**config.mk**
```make
export PLATFORM = sky130hd
export DESIGN_NAME = stream_top
export DESIGN_NICKNAME = d
export VERILOG_FILES = /design/src/common/buffer_pkg.sv /design/src/common/stream_pkg.sv /design/src/sync_fifo/sync_fifo.sv /design/src/hdl/word_shaper.sv /design/src/hdl/word_drain.sv /design/src/hdl/stream_top.sv
export SDC_FILE = /design/constraint.sdc
export NUM_CORES = 1
export LEC_CHECK = 0
export ABC_AREA = 1
export BUFFER_PORTS_ARGS = -buffer_cell sky130_fd_sc_hd__buf_4
export CELL_PAD_IN_SITES_DETAIL_PLACEMENT = 1
export CELL_PAD_IN_SITES_GLOBAL_PLACEMENT = 1
export CORE_AREA = 2 2 156 97
export CTS_BUF_LIST = sky130_fd_sc_hd__clkbuf_4 sky130_fd_sc_hd__clkbuf_8
export DETAILED_ROUTE_END_ITERATION = 12
export DIE_AREA = 0 0 158 99
export GPL_ROUTABILITY_DRIVEN = 0
export PLACE_DENSITY_LB_ADDON = 0.25
export SLEW_MARGIN = 20
export SYNTH_ARGS = -nofsm -noshare
export SYNTH_HDL_FRONTEND = slang
export SYNTH_SLANG_ARGS = --single-unit
```
**constraint.sdc**
```tcl
create_clock -name clk -period 3.5 [get_ports clk]
set_clock_uncertainty 0.05 [all_clocks]
set_input_delay 0.35 -clock clk [delete_from_list [all_inputs] [get_ports clk]]
set_output_delay 0.35 -clock clk [all_outputs]
set_load 0.03 [all_outputs]
```
**src/common/buffer_pkg.sv**
```systemverilog
package buffer_pkg;

  // storage sizing for the FWFT FIFO and the words it carries

  // address bits of the FIFO memory
  localparam int addr_width = 4;

  // number of entries, one per address
  localparam int fifo_depth = 1 << addr_width;

  // every stored word is one byte
  localparam int data_width = 8;

  // read and write pointers carry one extra wrap bit
  localparam int ptr_width = addr_width + 1;

  // full means the wrap bits differ while the address bits match,
  // so the FIFO holds exactly fifo_depth words at that point
  localparam int full_level = fifo_depth;

endpackage

```
**src/common/stream_pkg.sv**
```systemverilog
package stream_pkg;

  // stream level definitions: opcodes, drain states, tag sizing

  // per-byte operation applied by the producer
  typedef enum logic [1:0] {
    op_pass   = 2'd0,
    op_invert = 2'd1,
    op_swap   = 2'd2
  } op_e;

  // drain state machine
  // drain_emit means a word was popped at the last edge
  typedef enum logic {
    drain_idle = 1'b0,
    drain_emit = 1'b1
  } drain_state_e;

  // width of the sequence tag and of the drop count
  localparam int tag_width = 4;

  // saturation value for the drop count
  localparam logic [tag_width-1:0] tag_max = {tag_width{1'b1}};

endpackage

```
**src/sync_fifo/sync_fifo.sv**
```systemverilog
`timescale 1ns/1ps

module sync_fifo (
  input  logic                              clk,
  input  logic                              rst_n,

  input  logic                              w_inc,
  input  logic [buffer_pkg::data_width-1:0] w_data,
  output logic                              w_full,

  input  logic                              r_inc,
  output logic                              r_empty,
  output logic [buffer_pkg::data_width-1:0] r_data
);

  logic [buffer_pkg::data_width-1:0] mem [buffer_pkg::fifo_depth];

  // pointers are one bit wider than the address
  logic [buffer_pkg::ptr_width-1:0]  w_ptr;
  logic [buffer_pkg::ptr_width-1:0]  r_ptr;

  logic [buffer_pkg::addr_width-1:0] w_addr;
  logic [buffer_pkg::addr_width-1:0] r_addr;

  logic                              do_write;
  logic                              do_read;

  assign w_addr = w_ptr[buffer_pkg::addr_width-1:0];
  assign r_addr = r_ptr[buffer_pkg::addr_width-1:0];

  // the FIFO keeps its own guards, whatever the neighbours do
  assign do_write = w_inc && !w_full;
  assign do_read  = r_inc && !r_empty;

  // storage array
  always_ff @(posedge clk) begin
    if (do_write) begin
      mem[w_addr] <= w_data;
    end
  end

  // write pointer
  always_ff @(posedge clk) begin
    if (!rst_n) begin
      w_ptr <= '0;
    end else if (do_write) begin
      w_ptr <= w_ptr + 1'b1;
    end
  end

  // read pointer
  always_ff @(posedge clk) begin
    if (!rst_n) begin
      r_ptr <= '0;
    end else if (do_read) begin
      r_ptr <= r_ptr + 1'b1;
    end
  end

  // wrap bits differ and addresses match: every slot is in use
  assign w_full  = (w_ptr[buffer_pkg::addr_width] != r_ptr[buffer_pkg::addr_width]) &&
                   (w_addr == r_addr);
  assign r_empty = (w_ptr == r_ptr);

  // first word fall through: head word is visible without a read
  assign r_data = mem[r_addr];

endmodule

```
**src/hdl/word_shaper.sv**
```systemverilog
`timescale 1ns/1ps

module word_shaper (
  input  logic                              clk,
  input  logic                              rst_n,

  // byte strobe from the source
  input  logic                              in_valid,
  input  stream_pkg::op_e                   in_op,
  input  logic [buffer_pkg::data_width-1:0] in_data,

  // FIFO write side
  output logic                              w_inc,
  output logic [buffer_pkg::data_width-1:0] w_data,
  input  logic                              w_full,

  output logic                              overflow
);

  localparam int half = buffer_pkg::data_width / 2;

  logic                              pend_valid;
  logic [buffer_pkg::data_width-1:0] pend_data;
  logic [buffer_pkg::data_width-1:0] shaped;
  logic                              release_now;
  logic                              accept;

  // apply the opcode to the incoming byte
  always_comb begin
    case (in_op)
      stream_pkg::op_pass: begin
        shaped = in_data;
      end
      stream_pkg::op_invert: begin
        shaped = ~in_data;
      end
      stream_pkg::op_swap: begin
        shaped = {in_data[half-1:0], in_data[buffer_pkg::data_width-1:half]};
      end
      default: begin
        // unused encoding behaves like pass
        shaped = in_data;
      end
    endcase
  end

  // pending word leaves at the first edge with room in the FIFO
  assign release_now = pend_valid && !w_full;

  // a strobe is taken if the slot is free or frees up at this edge
  assign accept = in_valid && (!pend_valid || release_now);

  always_ff @(posedge clk) begin
    if (!rst_n) begin
      pend_valid <= 1'b0;
      overflow   <= 1'b0;
    end else begin
      pend_valid <= accept || (pend_valid && !release_now);
      // dropped byte: one cycle pulse after the strobe
      overflow   <= in_valid && !accept;
    end
  end

  // payload only changes when a new byte is accepted
  always_ff @(posedge clk) begin
    if (accept) begin
      pend_data <= shaped;
    end
  end

  assign w_inc  = pend_valid;
  assign w_data = pend_data;

endmodule

```
**src/hdl/word_drain.sv**
```systemverilog
`timescale 1ns/1ps

module word_drain (
  input  logic                              clk,
  input  logic                              rst_n,

  // FIFO read side
  input  logic                              r_empty,
  input  logic [buffer_pkg::data_width-1:0] r_data,
  output logic                              r_inc,

  // downstream hold level
  input  logic                              out_hold,

  // drop pulses from the producer
  input  logic                              overflow,

  output logic                              out_valid,
  output logic [buffer_pkg::data_width-1:0] out_data,
  output logic [stream_pkg::tag_width-1:0]  out_seq,
  output logic [stream_pkg::tag_width-1:0]  drop_count
);

  stream_pkg::drain_state_e         state;
  stream_pkg::drain_state_e         state_next;

  // tag for the next word to be emitted
  logic [stream_pkg::tag_width-1:0] seq_next;

  // pop whenever there is a word and the sink is not holding
  assign r_inc = !r_empty && !out_hold;

  // emit after each pop, fall back to idle once nothing is popped
  // back-to-back pops keep the machine in emit
  always_comb begin
    state_next = r_inc ? stream_pkg::drain_emit : stream_pkg::drain_idle;
  end

  always_ff @(posedge clk) begin
    if (!rst_n) begin
      state <= stream_pkg::drain_idle;
    end else begin
      state <= state_next;
    end
  end

  // one pulse per popped word
  assign out_valid = (state == stream_pkg::drain_emit);

  // sequence tag wraps modulo 16
  always_ff @(posedge clk) begin
    if (!rst_n) begin
      seq_next <= '0;
      out_seq  <= '0;
    end else if (r_inc) begin
      out_seq  <= seq_next;
      seq_next <= seq_next + 1'b1;
    end
  end

  always_ff @(posedge clk) begin
    if (r_inc) begin
      out_data <= r_data;
    end
  end

  // drop counter sticks at its maximum
  always_ff @(posedge clk) begin
    if (!rst_n) begin
      drop_count <= '0;
    end else if (overflow && (drop_count != stream_pkg::tag_max)) begin
      drop_count <= drop_count + 1'b1;
    end
  end

endmodule

```
**src/hdl/stream_top.sv**
```systemverilog
`timescale 1ns/1ps

module stream_top (
  input  logic                              clk,
  input  logic                              rst_n,

  input  logic                              in_valid,
  input  stream_pkg::op_e                   in_op,
  input  logic [buffer_pkg::data_width-1:0] in_data,

  input  logic                              out_hold,

  output logic                              out_valid,
  output logic [buffer_pkg::data_width-1:0] out_data,
  output logic [stream_pkg::tag_width-1:0]  out_seq,
  output logic                              overflow,
  output logic [stream_pkg::tag_width-1:0]  drop_count
);

  // producer to FIFO
  logic                              w_inc;
  logic [buffer_pkg::data_width-1:0] w_data;
  logic                              w_full;

  // FIFO to consumer
  logic                              r_inc;
  logic                              r_empty;
  logic [buffer_pkg::data_width-1:0] r_data;

  word_shaper u_shaper (
    .clk      (clk),
    .rst_n    (rst_n),
    .in_valid (in_valid),
    .in_op    (in_op),
    .in_data  (in_data),
    .w_inc    (w_inc),
    .w_data   (w_data),
    .w_full   (w_full),
    .overflow (overflow)
  );

  sync_fifo u_fifo (
    .clk     (clk),
    .rst_n   (rst_n),
    .w_inc   (w_inc),
    .w_data  (w_data),
    .w_full  (w_full),
    .r_inc   (r_inc),
    .r_empty (r_empty),
    .r_data  (r_data)
  );

  word_drain u_drain (
    .clk        (clk),
    .rst_n      (rst_n),
    .r_empty    (r_empty),
    .r_data     (r_data),
    .r_inc      (r_inc),
    .out_hold   (out_hold),
    .overflow   (overflow),
    .out_valid  (out_valid),
    .out_data   (out_data),
    .out_seq    (out_seq),
    .drop_count (drop_count)
  );

endmodule

```
==> impl_results.md, run 1 <==
- Share of cells above drive strength 1: 12.2%
- Clk buf depth: 2
- Power Total: 5.12 mW
- Slew headroom: between 40% and 50%
- Initial core utilization: 49.1%
- RSZ-0062 raised after global routing: no
- Register area share after synthesis: 69.2%
- Final core utilization: between 50 and 60%
- P&R area growth vs syn: 11.6%
- Root buf cell: clkbuf_8
- DRT iter0 DRCs: approximately 520
- Number of synthesized flops with an enable pin: 144
- Avg Cell Area, Syn: 11.3 um2
- Warnings from Yosys: 0
- Crit Path Max Fanout: 14
- Clock slew at reported path FFs: approximately 0.09 ns
- Final Net Count: 672
- Final wirelength: between 15 and 20 mm
- Most common library cells after synthesis: 144 x edfxtp_1, 133 x nor2_1, 75 x o21ai_0
- Die H: 99 um
- Syn Nets: 641
- Setup TNS Final: 0 ns
- Fin crit share: 74.4%
- Vias: just under 5000
- Seq pwr share: 48.9%
- P_int: 3.30 mW
- Hold Path Class: primary input to register
- Grt total ovfl: 0
- Final worst path period need: 2.60 ns
- DRC: 0
- I/O Pins: 32
- CTS Sinks: 169
- Part of the power in combinational logic: 24.1%
- Yosys reg bits: 169
- FF-to-FF path depth: 9
- Total CTS buffers: 17
- Cell taking the most area after synthesis: edfxtp_1
- Distinct cells, synth: 28
- Status: finished, final reports clean
- Die Wd: ~160 um
- Sw Share: 35.6%
- First-pass GRT wire length: a little under 30 mm
- Total iterations of the first detailed-routing run: 7
- Main synth FF type: edfxtp_1
- Post-CTS Setup Inserts: 0
- Final Max Slew Viols: 0
- Final Instance Count excl. Fillers: 860
- Total track usage: 26.1%
- Largest net degree at the start of global routing: 66
- Setup CP Type: register to register
- Vias in the first global route: 4896
- Worst-margin pin slew: 0.892 ns
- Routed length per instance: around 22 um
- Max Clk Rate: roughly 380 MHz
- LEAKAGE: 2.76 nW
- CTS H-Tree Depth: 4
- Endpoint class of the critical path: register
- Power Dens Cells: 659 nW/um2
- Max-cap violations: 0
- Critical Path AT: about 2.6 ns
- Ys async rst share: 0%
- Post-synth top area share: 62.0%
- Worst Setup Start Kind: register
- TritonCTS clock tree: built
- Placed wire-length estimate: between 10 and 15 mm
- Clock power frac: 27.0%
- Dominant cells by area after synthesis: edfxtp_1 62%, dfxtp_1 7.2%, nor2_1 7.2%
- Buffers on Ports: 31
- Fin. Hold Viols: 0
- Cts repair resizes: 0
- Synth Cell Area: 6970 um2
- ANT nets after route: 0
- CP Data Required Time: between 3 and 4 ns
- Initial antenna violation count: 0
- Core Footprint: 14200 um2
- Cells after DPL: 828
- Psw: 1.83 mW
- Via/cell ratio: ~5.7
- Most numerous cell in the Yosys netlist: edfxtp_1
- Final setup vio count: 0
- # rows: 34
- Die area: roughly 16000 um2
- Ant. Diodes: 0
- Gate Count Post-Synth: 618
- Clock Latency Late Sink: between 0.4 and 0.5 ns
- Hold path depth: 3
- Hold-fix buffer count after cts: 0
- Worst VDD drop: 389 uV
cells by family (layout without fill, tap and decap cells):
kind of cell	after synthesis	after routing	synth area share (%)
and+or+nand+nor	252	252	15.3
DFF	169	169	69.2
AOI/OAI and AO/OA	124	124	9.93
buffers and inverters	61	105	3.59
adders and majority gates	9	9	1.62
xor gates and xnor gates	3	3	0.377
stage by stage:
step	hold WS [ns]	area [um2]	worst slack (ns)
floorplan	0.402	6970	1.52
global route	0.0970	7780	0.683
finish	0.105	7780	0.896
global placement	0.416	7380	1.12
CTS	0.0929	7780	0.913
detailed placement	0.424	7380	0.932
worst max-delay path, cell delays in order (launching register included):
cell	delay (ns)
dfxtp_1	0.48
inv_2	0.26
nand2_1	0.08
nand2_1	0.11
nor2_4	0.07
nand3b_4	0.13
nand2_2	0.11
inv_2	0.13
nand2_1	0.21
nor2_1	0.62
state kept, by name (all words and copies together), names as in the netlist:
| register | flops |
|---|---|
| u_drain.out_valid | 1 |
| u_fifo.w_ptr | 5 |
| u_shaper.w_data | 8 |
| u_drain.out_seq | 4 |
| u_shaper.overflow | 1 |
| u_drain.out_data | 8 |
| u_drain.seq_next | 4 |
| u_fifo.mem | 128 |
| u_drain.drop_count | 4 |
| u_fifo.r_ptr | 5 |
| u_shaper.w_inc | 1 |
final timing paths:
path | startpoint | to | slack [ns]
max reg2reg | u_fifo.r_ptr[2]$_SDFFE_PN0P_ | u_fifo.mem[1][4]$_DFFE_PP_ | 0.90
max | u_fifo.r_ptr[2]$_SDFFE_PN0P_ | u_fifo.mem[1][4]$_DFFE_PP_ | 0.90
min | in_valid | u_shaper.overflow$_SDFF_PN0_ | 0.11
min reg2reg | u_drain.seq_next[2]$_SDFFE_PN0P_ | u_drain.out_seq[2]$_SDFFE_PN0P_ | 0.44
layout by cell type (no fill, tap or decap), drive strengths merged:
| master | netlist | final |
|---|---|---|
| nand2 | 73 | 73 |
| nor4 | 2 | 2 |
| o22ai | 24 | 24 |
| clkbuf | 15 | 17 |
| nand3 | 31 | 31 |
| xor2 | 2 | 2 |
| nand3b | 6 | 6 |
| clkinvlp | 0 | 1 |
| o211ai | 16 | 16 |
| nor2 | 135 | 135 |
| a21oi | 8 | 8 |
| ha | 9 | 9 |
| clkinv | 1 | 5 |
| xnor2 | 1 | 1 |
| dfxtp | 25 | 25 |
| nor3 | 4 | 4 |
| nand4 | 1 | 1 |
| edfxtp | 144 | 144 |
| bufinv | 0 | 1 |
| buf | 10 | 37 |
| o21ai | 75 | 75 |
| a31oi | 1 | 1 |
| inv | 35 | 44 |
power by group through the flow:
stage	Sequential, mW	Combinational, mW	Clock, mW
2_1_floorplan	2.56	0.722	0
3_3_place_gp	2.54	1.18	0
3_5_place_dp	2.55	1.21	0
4_1_cts	2.50	1.23	1.41
5_1_grt	2.52	1.34	1.49
6_report	2.51	1.23	1.38
cell type report:
type	instances	area (um2)
Fill cell	1544	6430
Timing Repair Buffer	37	278
Multi-Input combinational cell	388	1900
Clock buffer	17	234
Clock inverter	15	161
Sequential cell	169	4830
Inverter	36	135
Tap cell	198	248
routing by layer:
metal / vias to the layer above / GRT usage [%] / share of wire, %
li1: 2239 / - / -
met2: 188 / 35.5 / 43
met5: - / 0 / 0
met1: 2442 / 41.7 / 48
met3: 19 / 6.29 / 8.4
met4: 0 / 6.86 / 1.2
No activity file was read; power rests on OpenSTA's default activity.
==> run 2, diff against run 1 <==
==> constraint.sdc (replaced) <==
create_clock -name clk -period 2.5 [get_ports clk]
set_clock_uncertainty 0.05 [all_clocks]
set_input_delay 0.25 -clock clk [delete_from_list [all_inputs] [get_ports clk]]
set_output_delay 0.25 -clock clk [all_outputs]
set_load 0.03 [all_outputs]
==> run 2 against run 1 <==
Against the previous run:
- worst setup slack got worse by 0.86 ns
- utilization rose by 0.34 points
- sequential power rose by 39%
- design area rose by 0.63%
- register-to-register slack got worse by 0.86 ns
- critical path depth did not move
- clock power rose by 40%
- combinational power rose by 50%
- non-clock buffer count rose by 4
- cell count rose by 0.47%
- hold slack got worse by 0.088 ns
==> impl_results.md, run 2 (synthesized netlist as in run 1, its figures left out) <==
- Crit-path cells: inv_1 > nand2_1 > nand2_1 > nor2_4 > nand3b_4 > nand2_2 > inv_2 > nand2_1 > nor2_1 (was inv_2 > nand2_1 > nand2_1 > nor2_4 > nand3b_4 > nand2_2 > inv_2 > nand2_1 > nor2_1)
- Ant. Diodes: 0 (unchanged)
- Worst path buffer plus inverter count: 2 (unchanged)
- Max Clk Rate: 407 MHz (was 384 MHz)
- Vias: 5016 (was 4888)
- Fin crit share: 98.4% (was 74.4%)
- Cts repair resizes: 0 (unchanged)
- Power Dens Cells: 928 nW/um2 (was 659 nW/um2)
- Critical Path AT: 2.50 ns (was 2.64 ns)
- Crit Path Max Fanout: 9 (was 14)
- Clock slew at reported path FFs: 0.09 ns (about the same)
- First-pass GRT wire length: 31.0 mm (was 29.4 mm)
- Slew headroom: 38.6% (was 40.6%)
- Fin. Hold Viols: 0 (unchanged)
- Placed cell area: 7410 um2 (was 7380 um2)
- Max incr delay on CP: 0.60 ns (was 0.62 ns)
- DRT iter0 DRCs: 584 (was 521)
- Initial core utilization: 49.1% (unchanged)
- Fin area: 7830 um2 (was 7780 um2)
- CP Data Required Time: 2.55 ns (was 3.54 ns)
- Clk buf depth: 2 (unchanged)
- Clock Latency Late Sink: 0.46 ns (was 0.45 ns)
- Core Footprint: 14200 um2 (unchanged)
- Hold-fix buffer count after cts: 0 (unchanged)
- Most common cell after layout, fill and taps aside: edfxtp_1 (unchanged)
- Grt total ovfl: 0 (unchanged)
- Sw Share: 36.0% (was 35.6%)
- # rows: 34 (unchanged)
- P&R area growth vs syn: 12.3% (was 11.6%)
- Max reg flops: 128 (unchanged)
- Total track usage: 27.7% (was 26.1%)
- Root buf cell: clkbuf_8 (unchanged)
- Initial antenna violation count: 1 (was 0)
- Worst VDD drop: 419 uV (was 389 uV)
- Part of the power in combinational logic: 25.5% (was 24.1%)
- CTS Sinks: 169 (unchanged)
- Seq pwr share: 47.9% (was 48.9%)
- Total CTS buffers: 17 (unchanged)
- Setup CP Type: register to register (unchanged)
- Die H: 99 um (unchanged)
- Max-cap violations: 0 (unchanged)
- Slowest CP cell: nor2_1 (unchanged)
- Share of cells above drive strength 1: 14.7% (was 12.2%)
- RSZ-0062 raised after global routing: yes (was no)
- DRC: 0 (unchanged)
- ANT nets after route: 0 (unchanged)
- Psw: 2.62 mW (was 1.83 mW)
- Routed length per instance: 23.7 um (was 22.3 um)
- Vias in the first global route: 5049 (was 4896)
- CTS H-Tree Depth: 4 (unchanged)
- Commonest non-fill, non-tap cells in the layout: 144 x edfxtp_1, 124 x nor2_1, 75 x o21ai_0 (was 144 x edfxtp_1, 133 x nor2_1, 75 x o21ai_0)
- I/O Pins: 32 (unchanged)
- Final setup vio count: 0 (unchanged)
- Die area: 15600 um2 (unchanged)
- Buffers on Ports: 31 (unchanged)
- Post-CTS Setup Inserts: 0 (unchanged)
- Setup TNS Final: 0 ns (unchanged)
- Largest Register: u_fifo.mem (unchanged)
- Total iterations of the first detailed-routing run: 5 (was 7)
- Worst path most repeated cell: nand2_1 (unchanged)
- Largest net degree at the start of global routing: 66 (unchanged)
- Worst-margin pin slew: 0.920 ns (was 0.892 ns)
- Final wirelength: 20.5 mm (was 19.2 mm)
- Via/cell ratio: 5.81 (was 5.68)
- P_int: 4.65 mW (was 3.30 mW)
- Hold Path Class: primary input to register (unchanged)
- Endpoint class of the critical path: register (unchanged)
- Cell family with most CP delay: simple AND/OR/NAND/NOR gates (unchanged)
- Final Max Slew Viols: 0 (unchanged)
- Clock power frac: 26.6% (was 27.0%)
- Placed wire-length estimate: 13.8 mm (was 13.2 mm)
- Worst Setup Start Kind: register (unchanged)
- Final Net Count: 676 (was 672)
- Die Wd: 158 um (unchanged)
- TritonCTS clock tree: built (unchanged)
- Final worst path period need: 2.46 ns (was 2.60 ns)
- LEAKAGE: 2.76 nW (about the same)
- Status: finished, final reports clean (unchanged)
==> run 2: layer usage <==
metal	part of all wire [%]	vias up	global-route usage (%)	wire length (um)
met1	46	2532	41.5	9450
met3	8.9	27	8.27	1830
met2	44	206	40.3	8940
met4	1.1	0	5.61	235
li1	-	2251	-	-
met5	0	-	0	0
==> run 2: final cells by class <==
cell class / instances / area, um2
Fill cell: 1548 / 6380
Sequential cell: 169 / 4830
Multi-Input combinational cell: 388 / 1930
Timing Repair Buffer: 41 / 308
Clock buffer: 19 / 249
Tap cell: 198 / 248
Inverter: 36 / 135
Clock inverter: 13 / 133
==> run 2: worst paths after layout <==
path,slack (ns),to,depth (start not counted),startpoint
hold / removal,0.02,u_shaper.overflow$_SDFF_PN0_,3,in_valid
setup reg to reg,0.04,u_fifo.mem[6][5]$_DFFE_PP_,9,u_fifo.w_ptr[0]$_SDFFE_PN0P_
setup / recovery,0.04,u_fifo.mem[6][5]$_DFFE_PP_,9,u_fifo.w_ptr[0]$_SDFFE_PN0P_
hold reg to reg,0.42,u_drain.out_seq[2]$_SDFFE_PN0P_,2,u_drain.out_seq[2]$_SDFFE_PN0P_
==> run 2: metrics by stage <==
step,utilization (%),total power [mW],cells,setup slack [ns],hold WS [ns]
2_1_floorplan,-,4.60,618,0.518,0.348
3_3_place_gp,52.2,5.27,832,0.224,0.409
3_5_place_dp,52.2,5.33,832,0.0812,0.416
4_1_cts,54.9,7.24,864,0.0449,0.00368
5_1_grt,55.1,7.56,864,-0.135,0.0181
6_report,55.1,7.26,864,0.0402,0.0177
==> run 2: tightest hold or removal path, cell delays in order <==
cell,delay [ns]
buf_4,0.08
inv_1,0.05
nor2_1,0.11
==> run 2: power groups by stage <==
stage / registers, mW / clock network [mW] / logic [mW]
after floorplan: 3.59 / 0 / 1.01
after global placement: 3.53 / 0 / 1.74
after detailed placement: 3.54 / 0 / 1.79
after CTS: 3.48 / 1.95 / 1.81
after global routing: 3.50 / 2.05 / 2.01
final: 3.48 / 1.93 / 1.85
==> run 3, diff against run 2 <==
--- a/config.mk
+++ b/config.mk
@@ -14,7 +14,7 @@
 export DETAILED_ROUTE_END_ITERATION = 12
 export DIE_AREA = 0 0 158 99
 export GPL_ROUTABILITY_DRIVEN = 0
-export PLACE_DENSITY_LB_ADDON = 0.25
+export PLACE_DENSITY = 0.87
 export SLEW_MARGIN = 20
 export SYNTH_ARGS = -nofsm -noshare
 export SYNTH_HDL_FRONTEND = slang
==> constraint.sdc (replaced) <==
create_clock -name clk -period 2.8 [get_ports clk]
set_clock_uncertainty 0.05 [all_clocks]
set_input_delay 0.28 -clock clk [delete_from_list [all_inputs] [get_ports clk]]
set_output_delay 0.28 -clock clk [all_outputs]
set_load 0.03 [all_outputs]
==> run 3 against run 2 <==
Against the previous run:
- register-to-register slack improved by 0.10 ns
- fmax decreased by 7.4%
- clock power decreased by 3%
- utilization increased by 0.17 points
- design area increased by 0.30%
- sequential share of layout area decreased by 0.19 points
- worst setup slack improved by 0.10 ns
- largest cell class unchanged
==> impl_results.md, run 3 (synthesized netlist as in run 1, its figures left out) <==
- Status: finished, final reports clean (unchanged)
- Max-cap violations: 0 (unchanged)
- Max Clk Rate: 377 MHz (was 407 MHz)
- Hold Path Class: primary input to register (unchanged)
- Final Instance Count excl. Fillers: 865 (was 864)
- RSZ-0062 raised after global routing: yes (unchanged)
- Share of cells above drive strength 1: 13.2% (was 14.7%)
- Worst r2r src: u_fifo.r_ptr[2]$_SDFFE_PN0P_ (was u_fifo.w_ptr[0]$_SDFFE_PN0P_)
- Worst VDD drop: 486 uV (was 419 uV)
- Total track usage: 27.9% (was 27.7%)
- R2r endpoint: u_fifo.mem[12][0]$_DFFE_PP_ (was u_fifo.mem[6][5]$_DFFE_PP_)
- Setup CP Type: register to register (unchanged)
- Root buf cell: clkbuf_8 (unchanged)
- Commonest non-fill, non-tap cells in the layout: 144 x edfxtp_1, 133 x nor2_1, 75 x o21ai_0 (was 144 x edfxtp_1, 124 x nor2_1, 75 x o21ai_0)
- Worst path most repeated cell: nand2_1 (unchanged)
- I/O Pins: 32 (unchanged)
- Routed length per instance: 23.9 um (was 23.7 um)
- DRT iter0 DRCs: 544 (was 584)
- DRC: 0 (unchanged)
- Slew headroom: 35.0% (was 38.6%)
- Fill count: 1533 (was 1548)
- Post-CTS Setup Inserts: 0 (unchanged)
- Cell family with most CP delay: simple AND/OR/NAND/NOR gates (unchanged)
- First-pass GRT wire length: 31.4 mm (was 31.0 mm)
- Final Net Count: 677 (was 676)
- CTS H-Tree Depth: 4 (unchanged)
- Fin. Hold Viols: 0 (unchanged)
- Grt total ovfl: 0 (unchanged)
- CP Data Required Time: 2.84 ns (was 2.55 ns)
- Vias in the first global route: 5213 (was 5049)
- Final worst path period need: 2.66 ns (was 2.46 ns)
- CTS Sinks: 169 (unchanged)
- FF-to-FF path depth: 9 (unchanged)
- # rows: 34 (unchanged)
- P&R area growth vs syn: 12.6% (was 12.3%)
- Final setup vio count: 0 (unchanged)
- Critical Path AT: 2.70 ns (was 2.50 ns)
- TritonCTS clock tree: built (unchanged)
- Placed wire-length estimate: 13.6 mm (was 13.8 mm)
- Max incr delay on CP: 0.65 ns (was 0.60 ns)
- Core Footprint: 14200 um2 (unchanged)
- Total iterations of the first detailed-routing run: 6 (was 5)
- Largest net degree at the start of global routing: 66 (unchanged)
- Crit-path cells: inv_2 > nand2_1 > nand2_1 > nor2_4 > nand3b_4 > nand2_2 > inv_2 > nand2_1 > nor2_1 (was inv_1 > nand2_1 > nand2_1 > nor2_4 > nand3b_4 > nand2_2 > inv_2 > nand2_1 > nor2_1)
- Worst path buffer plus inverter count: 2 (unchanged)
- Buffers on Ports: 31 (unchanged)
- ANT nets after route: 0 (unchanged)
- Clock Latency Late Sink: 0.46 ns (about the same)
- Total CTS buffers: 17 (unchanged)
- Via/cell ratio: 5.96 (was 5.81)
- Endpoint class of the critical path: register (unchanged)
- Power Total: 6.60 mW (was 7.26 mW)
- Final Max Slew Viols: 0 (unchanged)
- Die area: 15600 um2 (unchanged)
- Clock slew at reported path FFs: 0.08 ns (was 0.09 ns)
- Vias: 5156 (was 5016)
- Final wirelength: 20.7 mm (was 20.5 mm)
- Initial antenna violation count: 0 (was 1)
- Fin crit share: 94.9% (was 98.4%)
- Ant. Diodes: 0 (unchanged)
- Max reg flops: 128 (unchanged)
- Hold Crit Start: in_valid (unchanged)
- Most common cell after layout, fill and taps aside: edfxtp_1 (unchanged)
- Die Wd: 158 um (unchanged)
- Cells after DPL: 833 (was 832)
- Worst Setup Start Kind: register (unchanged)
- Final core utilization: 55.2% (was 55.1%)
- Worst-margin pin slew: 0.976 ns (was 0.920 ns)
- Largest Register: u_fifo.mem (unchanged)
- LEAKAGE: 2.79 nW (was 2.76 nW)
- Initial core utilization: 49.1% (unchanged)
- Clk buf depth: 2 (unchanged)
- Die H: 99 um (unchanged)
- Min-Delay Endpoint: u_shaper.overflow$_SDFF_PN0_ (unchanged)
- Slowest CP cell: nor2_1 (unchanged)
- Hold path depth: 3 (unchanged)
- Crit Path Max Fanout: 14 (was 9)
- Setup TNS Final: 0 ns (unchanged)
- Power Dens Cells: 840 nW/um2 (was 928 nW/um2)
- Reg2Reg Setup Slack: 0.14 ns (was 0.04 ns)
-- run 3: timing repair --
action,4_1_cts,5_1_grt
setup endpoints to repair,0,16
hold buffers,0,0
endpoints found under the hold margin,0,0
gates resized for setup,0,0
-- run 3: metrics by stage --
| stage | hold slack, ns | cell area [um2] | worst slack, ns |
|---|---|---|---|
| after floorplan | 0.378 | 6970 | 0.818 |
| after CTS | 0.0215 | 7850 | 0.222 |
| final | 0.0290 | 7850 | 0.144 |
| after detailed placement | 0.439 | 7420 | 0.248 |
| after global routing | 0.0500 | 7850 | -0.0126 |
| after global placement | 0.423 | 7420 | 0.482 |
-- run 3: worst register-to-register path, cell delays in order, from the launching register on --
cell and delay, ns:
dfxtp_1 0.46, inv_2 0.24, nand2_1 0.09, nand2_1 0.13, nor2_4 0.08, nand3b_4 0.13, nand2_2 0.12, inv_2 0.15
nand2_1 0.19, nor2_1 0.65
-- run 3: power breakdown --
group / internal, mW / leakage, nW / switching (mW) / total, mW
sequential: 2.94 / 1.52 / 0.204 / 3.14
clock: 0.937 / 0.205 / 0.932 / 1.87
combinational: 0.439 / 1.07 / 1.14 / 1.58
-- run 3: routing by layer --
layer	global-route usage, %	wire length (um)
met5	0	0
met3	6.99	2120
met2	40.4	9060
met4	9.01	521
met1	41.5	9000
-- run 3: final cells by class --
cell class / count / area (um2) / share of cell area [%]
Clock buffer: 19 / 262 / 3.33
Multi-Input combinational cell: 388 / 1900 / 24.1
Timing Repair Buffer: 42 / 315 / 4.02
Inverter: 36 / 135 / 1.72
Tap cell: 198 / 248 / 3.16
Sequential cell: 169 / 4830 / 61.5
Clock inverter: 13 / 169 / 2.15
-- run 3: worst max-delay path by stage --
stage                                             from                          end  slack [ns]  cells after the start
final                     u_fifo.r_ptr[2]$_SDFFE_PN0P_  u_fifo.mem[12][0]$_DFFE_PP_        0.14                      9
after global placement    u_fifo.r_ptr[2]$_SDFFE_PN0P_   u_fifo.mem[9][3]$_DFFE_PP_        0.48                      9
after detailed placement  u_fifo.r_ptr[2]$_SDFFE_PN0P_  u_fifo.mem[12][3]$_DFFE_PP_        0.25                      9
after global routing      u_fifo.r_ptr[2]$_SDFFE_PN0P_   u_fifo.mem[0][3]$_DFFE_PP_       -0.01                      9
after CTS                 u_fifo.r_ptr[2]$_SDFFE_PN0P_  u_fifo.mem[12][0]$_DFFE_PP_        0.22                      9
after floorplan           u_fifo.r_ptr[0]$_SDFFE_PN0P_  u_fifo.mem[11][0]$_DFFE_PP_        0.82                      7
